File: config.mk
export PLATFORM = sky130hd
export DESIGN_NAME = conv_column
export DESIGN_NICKNAME = d
export VERILOG_FILES = /design/src/conv_pkg.sv /design/src/pe_mult.sv /design/src/pe_ctrl.sv /design/src/pe.sv /design/src/row_skew.sv /design/src/conv_column.sv
export VERILOG_INCLUDE_DIRS = /design/src
export SDC_FILE = /design/constraint.sdc
export NUM_CORES = 2
export LEC_CHECK = 0
export ABC_AREA = 0
export BUFFER_PORTS_ARGS = -buffer_cell sky130_fd_sc_hd__buf_2
export CORE_MARGIN = 2
export CORE_UTILIZATION = 31
export CTS_BUF_LIST = sky130_fd_sc_hd__clkbuf_2
export CTS_CLUSTER_DIAMETER = 80
export DETAILED_ROUTE_END_ITERATION = 7
export GPL_ROUTABILITY_DRIVEN = 0
export GPL_TIMING_DRIVEN = 0
export SYNTH_ARGS = -nofsm -noshare
export SYNTH_HDL_FRONTEND = slang
export SYNTH_SLANG_ARGS = --single-unit
File: constraint.sdc
create_clock -name clk -period 9.1 [get_ports clk]
set_input_delay 0.91 -clock clk [delete_from_list [all_inputs] [get_ports clk]]
set_output_delay 0.91 -clock clk [all_outputs]
set_load 0.01 [all_outputs]
File: src/conv_consts.svh
`ifndef CONV_CONSTS_SVH
`define CONV_CONSTS_SVH

////////////////////////////////////////
// Datapath widths
////////////////////////////////////////

// Ifmap and filter sample width
`define CONV_DATA_W 16

// Product and partial sum width, sums wrap here
`define CONV_ACC_W 32

////////////////////////////////////////
// Column geometry
////////////////////////////////////////

// Processing elements per column, one kernel row each
`define CONV_ROWS 3

// Largest kernel_size and the width that holds it
`define CONV_MAX_K 7
`define CONV_K_W 3

`endif

File: src/conv_pkg.sv
`default_nettype none

`include "conv_consts.svh"

package conv_pkg;

    ////////////////////////////////////////
    // Data types
    ////////////////////////////////////////

    // One signed ifmap or filter sample
    typedef logic signed [`CONV_DATA_W-1:0] sample_t;

    // Signed product, row sum or partial sum
    typedef logic signed [`CONV_ACC_W-1:0] psum_t;

    ////////////////////////////////////////
    // Controller state
    ////////////////////////////////////////

    // IDLE waits for the first product of a window
    // ACCUM is inside a window with more products to come
    typedef enum logic {
        IDLE  = 1'b0,
        ACCUM = 1'b1
    } pe_state_e;

endpackage

`default_nettype wire

File: src/pe_mult.sv
`timescale 1ns/1ps
`default_nettype none

module pe_mult (
    input  logic              clk,
    input  logic              rstn,
    input  logic              in_valid,
    input  conv_pkg::sample_t a,
    input  conv_pkg::sample_t b,
    output conv_pkg::psum_t   p,
    output logic              p_valid
);
    import conv_pkg::*;

    // Operand stage
    sample_t a_q;
    sample_t b_q;
    logic    v_q;

    // Valid bit follows the data through both stages
    always_ff @(posedge clk or negedge rstn) begin
        if (!rstn) begin
            v_q     <= 1'b0;
            p_valid <= 1'b0;
        end else begin
            v_q     <= in_valid;
            p_valid <= v_q;
        end
    end

    // Stage 1 latches operands, stage 2 the product
    always_ff @(posedge clk) begin
        a_q <= a;
        b_q <= b;
        // Full signed product fits the accumulator width
        p   <= a_q * b_q;
    end

endmodule

`default_nettype wire

File: src/pe_ctrl.sv
`timescale 1ns/1ps
`default_nettype none

`include "conv_consts.svh"

module pe_ctrl (
    input  logic                 clk,
    input  logic                 rstn,
    input  logic                 prod_valid,
    input  logic [`CONV_K_W-1:0] kernel_size,
    output logic                 first,
    output logic                 emit
);
    import conv_pkg::*;

    pe_state_e            state;
    // Products taken so far in the current window
    logic [`CONV_K_W-1:0] cnt;
    logic [`CONV_K_W-1:0] cnt_inc;
    // This product completes the window
    logic                 last;

    ////////////////////////////////////////
    // Window decode
    ////////////////////////////////////////

    assign cnt_inc = cnt + 1'b1;
    assign last    = prod_valid && (cnt_inc == kernel_size);

    // Accumulator loads rather than adds
    assign first   = prod_valid && (state == IDLE);

    ////////////////////////////////////////
    // Sequencer
    ////////////////////////////////////////

    always_ff @(posedge clk or negedge rstn) begin
        if (!rstn) begin
            state <= IDLE;
            cnt   <= '0;
            emit  <= 1'b0;
        end else begin
            // Row sum sits in the accumulator one cycle after the last product
            emit <= last;
            if (last) begin
                // kernel_size 1 never leaves IDLE
                state <= IDLE;
                cnt   <= '0;
            end else if (prod_valid) begin
                state <= ACCUM;
                cnt   <= cnt_inc;
            end
        end
    end

endmodule

`default_nettype wire

File: src/pe.sv
`timescale 1ns/1ps
`default_nettype none

`include "conv_consts.svh"

module pe (
    input  logic                 clk,
    input  logic                 rstn,
    input  logic                 in_valid,
    input  conv_pkg::sample_t    ifmap,
    input  conv_pkg::sample_t    fltr,
    input  logic [`CONV_K_W-1:0] kernel_size,
    input  conv_pkg::psum_t      psum_in,
    output conv_pkg::psum_t      psum_out,
    output logic                 psum_valid
);
    import conv_pkg::*;

    // Multiplier outputs
    psum_t mult_p;
    logic  mult_v;

    // Controls from the sequencer
    logic  first;
    logic  emit;

    // Running row dot product
    psum_t acc;

    ////////////////////////////////////////
    // Multiplier and controller
    ////////////////////////////////////////

    pe_mult u_mult (
        .clk      (clk),
        .rstn     (rstn),
        .in_valid (in_valid),
        .a        (ifmap),
        .b        (fltr),
        .p        (mult_p),
        .p_valid  (mult_v)
    );

    pe_ctrl u_ctrl (
        .clk         (clk),
        .rstn        (rstn),
        .prod_valid  (mult_v),
        .kernel_size (kernel_size),
        .first       (first),
        .emit        (emit)
    );

    ////////////////////////////////////////
    // Accumulator
    ////////////////////////////////////////

    // First product of a window overwrites the previous row sum
    always_ff @(posedge clk or negedge rstn) begin
        if (!rstn) begin
            acc <= '0;
        end else if (first) begin
            acc <= mult_p;
        end else if (mult_v) begin
            acc <= acc + mult_p;
        end
    end

    ////////////////////////////////////////
    // Partial-sum stage
    ////////////////////////////////////////

    // Predecessor result lands in the same cycle as emit
    always_ff @(posedge clk) begin
        if (emit) begin
            psum_out <= acc + psum_in;
        end
    end

    always_ff @(posedge clk or negedge rstn) begin
        if (!rstn) begin
            psum_valid <= 1'b0;
        end else begin
            psum_valid <= emit;
        end
    end

endmodule

`default_nettype wire

File: src/row_skew.sv
`timescale 1ns/1ps
`default_nettype none

`include "conv_consts.svh"

module row_skew (
    input  logic                                   clk,
    input  logic                                   rstn,
    input  logic                                   in_valid,
    input  conv_pkg::sample_t [`CONV_ROWS-1:0]     in_ifmap,
    input  conv_pkg::sample_t [`CONV_ROWS-1:0]     in_fltr,
    output logic              [`CONV_ROWS-1:0]     row_valid,
    output conv_pkg::sample_t [`CONV_ROWS-1:0]     row_ifmap,
    output conv_pkg::sample_t [`CONV_ROWS-1:0]     row_fltr
);
    import conv_pkg::*;

    // Row r runs r cycles behind row 0
    for (genvar r = 0; r < `CONV_ROWS; r++) begin : g_row
        if (r == 0) begin : g_pass
            // Top row goes straight through
            assign row_valid[r] = in_valid;
            assign row_ifmap[r] = in_ifmap[r];
            assign row_fltr[r]  = in_fltr[r];
        end else begin : g_dly
            logic [r-1:0] v_sr;
            sample_t      if_sr [r];
            sample_t      fl_sr [r];

            // Strobe shift register
            always_ff @(posedge clk or negedge rstn) begin
                if (!rstn) begin
                    v_sr <= '0;
                end else begin
                    v_sr[0] <= in_valid;
                    for (int i = 1; i < r; i++) begin
                        v_sr[i] <= v_sr[i-1];
                    end
                end
            end

            // Sample shift registers, same depth as the strobe
            always_ff @(posedge clk) begin
                if_sr[0] <= in_ifmap[r];
                fl_sr[0] <= in_fltr[r];
                for (int i = 1; i < r; i++) begin
                    if_sr[i] <= if_sr[i-1];
                    fl_sr[i] <= fl_sr[i-1];
                end
            end

            assign row_valid[r] = v_sr[r-1];
            assign row_ifmap[r] = if_sr[r-1];
            assign row_fltr[r]  = fl_sr[r-1];
        end
    end

endmodule

`default_nettype wire

File: src/conv_column.sv
`timescale 1ns/1ps
`default_nettype none

`include "conv_consts.svh"

module conv_column (
    input  logic                               clk,
    input  logic                               rstn,
    input  logic                               in_valid,
    input  conv_pkg::sample_t [`CONV_ROWS-1:0] in_ifmap,
    input  conv_pkg::sample_t [`CONV_ROWS-1:0] in_fltr,
    input  logic [`CONV_K_W-1:0]               kernel_size,
    input  conv_pkg::psum_t                    bias,
    output logic                               out_valid,
    output conv_pkg::psum_t                    out_psum
);
    import conv_pkg::*;

    // Staggered per-row inputs
    logic    [`CONV_ROWS-1:0] row_valid;
    sample_t [`CONV_ROWS-1:0] row_ifmap;
    sample_t [`CONV_ROWS-1:0] row_fltr;

    // Partial-sum chain, link 0 carries the bias
    psum_t                    psum_link [`CONV_ROWS+1];
    logic    [`CONV_ROWS-1:0] pe_valid;

    row_skew u_skew (
        .clk       (clk),
        .rstn      (rstn),
        .in_valid  (in_valid),
        .in_ifmap  (in_ifmap),
        .in_fltr   (in_fltr),
        .row_valid (row_valid),
        .row_ifmap (row_ifmap),
        .row_fltr  (row_fltr)
    );

    assign psum_link[0] = bias;

    // Element r adds its row sum to the result of element r-1
    for (genvar r = 0; r < `CONV_ROWS; r++) begin : g_pe
        pe u_pe (
            .clk         (clk),
            .rstn        (rstn),
            .in_valid    (row_valid[r]),
            .ifmap       (row_ifmap[r]),
            .fltr        (row_fltr[r]),
            .kernel_size (kernel_size),
            .psum_in     (psum_link[r]),
            .psum_out    (psum_link[r+1]),
            .psum_valid  (pe_valid[r])
        );
    end

    // Bottom of the chain is the output pixel
    assign out_psum  = psum_link[`CONV_ROWS];
    assign out_valid = pe_valid[`CONV_ROWS-1];

endmodule

`default_nettype wire

==> results.cfg <==
[status]
outcome = completed

[layout]
mostFrequentLayoutCells = inv_1, fa_1, nand2_1
area_growth_syn_to_layout_pct = 14.3
drive_gt1_frac = 0.0699
final_common_cell = inv_1
finalNetCount = 7144

[sta]
setup_tns_ns = 0
slew_headroom = 0.163
fin_skew_ns = 0.132
finalSetupViolations = 0
hold_violations = 0
period_needed_ns = 7.45
rsz0062_at_grt = false
min_period_over_period = 0.819
worstMarginPinSlew_ns = 1.26
drv_slew = 0
fmax_mhz = 134

[hold_path]
worstHoldEndpoint = u_skew.g_row[2].g_dly.if_sr[0][15]
min_path_type = input pin to flip-flop
hold_start = in_ifmap[47]
hold_depth = 2

[synth]
synth_edf_count = 96
synthArstFlopShare = 0.232
synth-main-ff-cell = dfxtp_1
synth_cell_types = 70
yosys_warnings = 0
synth-seq-cells = 500
synth_nets = 6599
yosysSeqAreaShare = 0.225
synth_area_um2 = 51400
syn_avg_cell_area_um2 = 9.82
postSynthCellCount = 5238

[worst_setup_path]
crit_arrival_ns = 8.78
end_kind = flip-flop
r2r_start = g_pe[0].u_pe.u_mult.a_q[15]
rr_worst_depth = 21
crit_type = flip-flop to flip-flop
required_ns = 10.43
cp_max_fo = 10
critPathLaunchType = flip-flop
reg2reg_slack_ns = 1.65
r2r_end = g_pe[0].u_pe.u_mult.p[31]

[grt]
grt_max_degree = 71
antenna_found_initial = 8
overflow = 0
grt_first_pass_wirelength_um = 216000
grt_pass1_vias = 40118
grt_usage = 0.163

[route]
wl_um = 135000
viasPerCell = 4.64
met2_length_um = 64700
drc = 0
top_layer = met5
dr.pass1.iters = 5
wl_met3_um = 7850
drtIter0Drc = 1820
post_drt_wl_per_cell_um = 16.7
num_vias = 37498
wl_met1_um = 57200
ant_nets = 0

[cts]
root_buffer = clkbuf_2
cts_tree = done
clock_sinks = 500
cts_max_path_buffers = 3
clk_pin_slew_worst_paths_ns = 0.09
h-tree-depth = 4
clock_latency_ns = 1.51
cts_resized = 0
numCtsBuffers = 135

[floorplan]
die_w_um = 411
dieArea_um2 = 169000
rows = 149
die_h_um = 411
core-area_um2 = 165000
initial_core_util = 0.312
num_io_pins = 167

[placed_design]
port_buffers = 166
hpwlAfterDp_um = 110000

[run]
max_cap_violations = 0
## worst max-delay path by stage
| stage | from | end | slack, ns |
|---|---|---|---|
| global route | g_pe[0].u_pe.u_mult.a_q[14] | g_pe[0].u_pe.u_mult.p[30] | 1.25 |
| finish | g_pe[0].u_pe.u_mult.a_q[15] | g_pe[0].u_pe.u_mult.p[31] | 1.65 |
| CTS | g_pe[0].u_pe.u_mult.a_q[15] | g_pe[0].u_pe.u_mult.p[31] | 1.66 |
| floorplan | g_pe[2].u_pe.u_mult.a_q[10] | g_pe[2].u_pe.u_mult.p[30] | 2.57 |
| global placement | g_pe[2].u_pe.u_mult.a_q[9] | g_pe[2].u_pe.u_mult.p[30] | 1.71 |
| detailed placement | g_pe[0].u_pe.u_mult.a_q[15] | g_pe[0].u_pe.u_mult.p[31] | 1.71 |
## critical path, stage by stage, from the launching register on
cell and delay, ns:
dfxtp_1 0.57, clkbuf_1 0.50, nand2_1 0.19, inv_1 0.16
fa_1 0.55, fa_1 0.94, fa_1 0.54, fa_1 0.50
fa_1 0.48, inv_1 0.05, fa_1 0.47, inv_1 0.04
ha_1 0.34, a21o_1 0.18, a21oi_1 0.23, o21ai_0 0.12
a21o_1 0.22, a41o_1 0.28, o41ai_1 0.48, o21bai_1 0.16
a21oi_1 0.20, xnor2_1 0.14
## layout make-up
type	count	area (um^2)
Tap cell	2189	2740
Timing Repair Buffer	408	3290
Fill cell	16694	106000
Clock buffer	182	911
Sequential cell	500	11600
Inverter	912	3420
Multi-Input combinational cell	3693	36000
Buffer	133	499
Clock inverter	62	373
Antenna cell	11	27.5
## cell families (layout without fill, tap and decap cells)
logic type	after synthesis	in the layout	synth area share
simple gates	1325	1325	0.126
other cells	0	11	0
mux	77	77	0.0152
compound gates	779	779	0.0953
fa+ha+maj	1227	1227	0.414
buf+inv	1045	1697	0.0763
flops	500	500	0.225
xor+xnor	285	285	0.0485
## sequential cells by signal, indices dropped and copies added, names as in the netlist, 2 cells and up
register / cells
g_pe.u_pe.u_ctrl.cnt: 9
g_pe.u_pe.acc: 96
g_pe.u_pe.u_mult.p: 96
u_skew.g_row.g_dly.if_sr: 48
g_pe.u_pe.u_mult.b_q: 48
g_pe.u_pe.u_mult.a_q: 48
g_pe.u_pe.u_ctrl.state: 3
g_pe.u_pe.u_ctrl.emit: 3
g_pe.u_pe.u_mult.p_valid: 2
g_pe.u_pe.psum_out: 96
u_skew.g_row.g_dly.fl_sr: 48
## stage by stage
step	cells	cell area [um^2]	util	hold WS, ns	setup slack, ns
2_1_floorplan	5238	51400	-	0.310	2.57
3_5_place_dp	7594	55000	0.334	0.312	1.71
4_1_cts	8079	58800	0.357	0.0148	1.66
3_3_place_gp	7593	55000	0.334	0.311	1.71
5_1_grt	8088	58800	0.357	-0.0162	1.25
6_report	8090	58800	0.357	0.189	1.65
## synth_stat cells, types with 12 or more instances
library cell | n | share of area
a211o_1 | 15 | 0.0026
a211oi_1 | 23 | 0.0034
a21o_1 | 129 | 0.019
a21oi_1 | 308 | 0.030
a31oi_1 | 14 | 0.0017
and2_1 | 379 | 0.046
and3_1 | 24 | 0.0029
clkbuf_1 | 122 | 0.0089
dfrtp_1 | 116 | 0.056
dfxtp_1 | 288 | 0.11
edfxtp_1 | 96 | 0.056
fa_1 | 792 | 0.31
ha_1 | 435 | 0.11
inv_1 | 912 | 0.067
mux2i_1 | 68 | 0.013
nand2_1 | 450 | 0.033
nand2b_1 | 45 | 0.0055
nand3_1 | 46 | 0.0045
nor2_1 | 255 | 0.019
nor2b_1 | 53 | 0.0064
nor3_1 | 24 | 0.0023
o211ai_1 | 12 | 0.0018
o21a_1 | 43 | 0.0063
o21ai_0 | 117 | 0.011
o21bai_1 | 30 | 0.0044
o31ai_1 | 14 | 0.0020
xnor2_1 | 212 | 0.036
xor2_1 | 73 | 0.012
## routing by layer
| layer | GRT usage | vias to the layer above |
|---|---|---|
| met3 | 0.0325 | 288 |
| met2 | 0.274 | 995 |
| met1 | 0.204 | 18427 |
| met4 | 0.0677 | 6 |
| met5 | 0 | - |
| li1 | - | 17782 |
## what timing repair did
item,4_1_cts,5_1_grt
setup endpoints to repair,0,0
hold buffers,241,0
hold endpoints to repair,259,0
buffers inserted,0,0
Power is left out: the tool's default activity adds up to more than one toggle a clock period on the data nets, which glitch-free logic cannot reach.
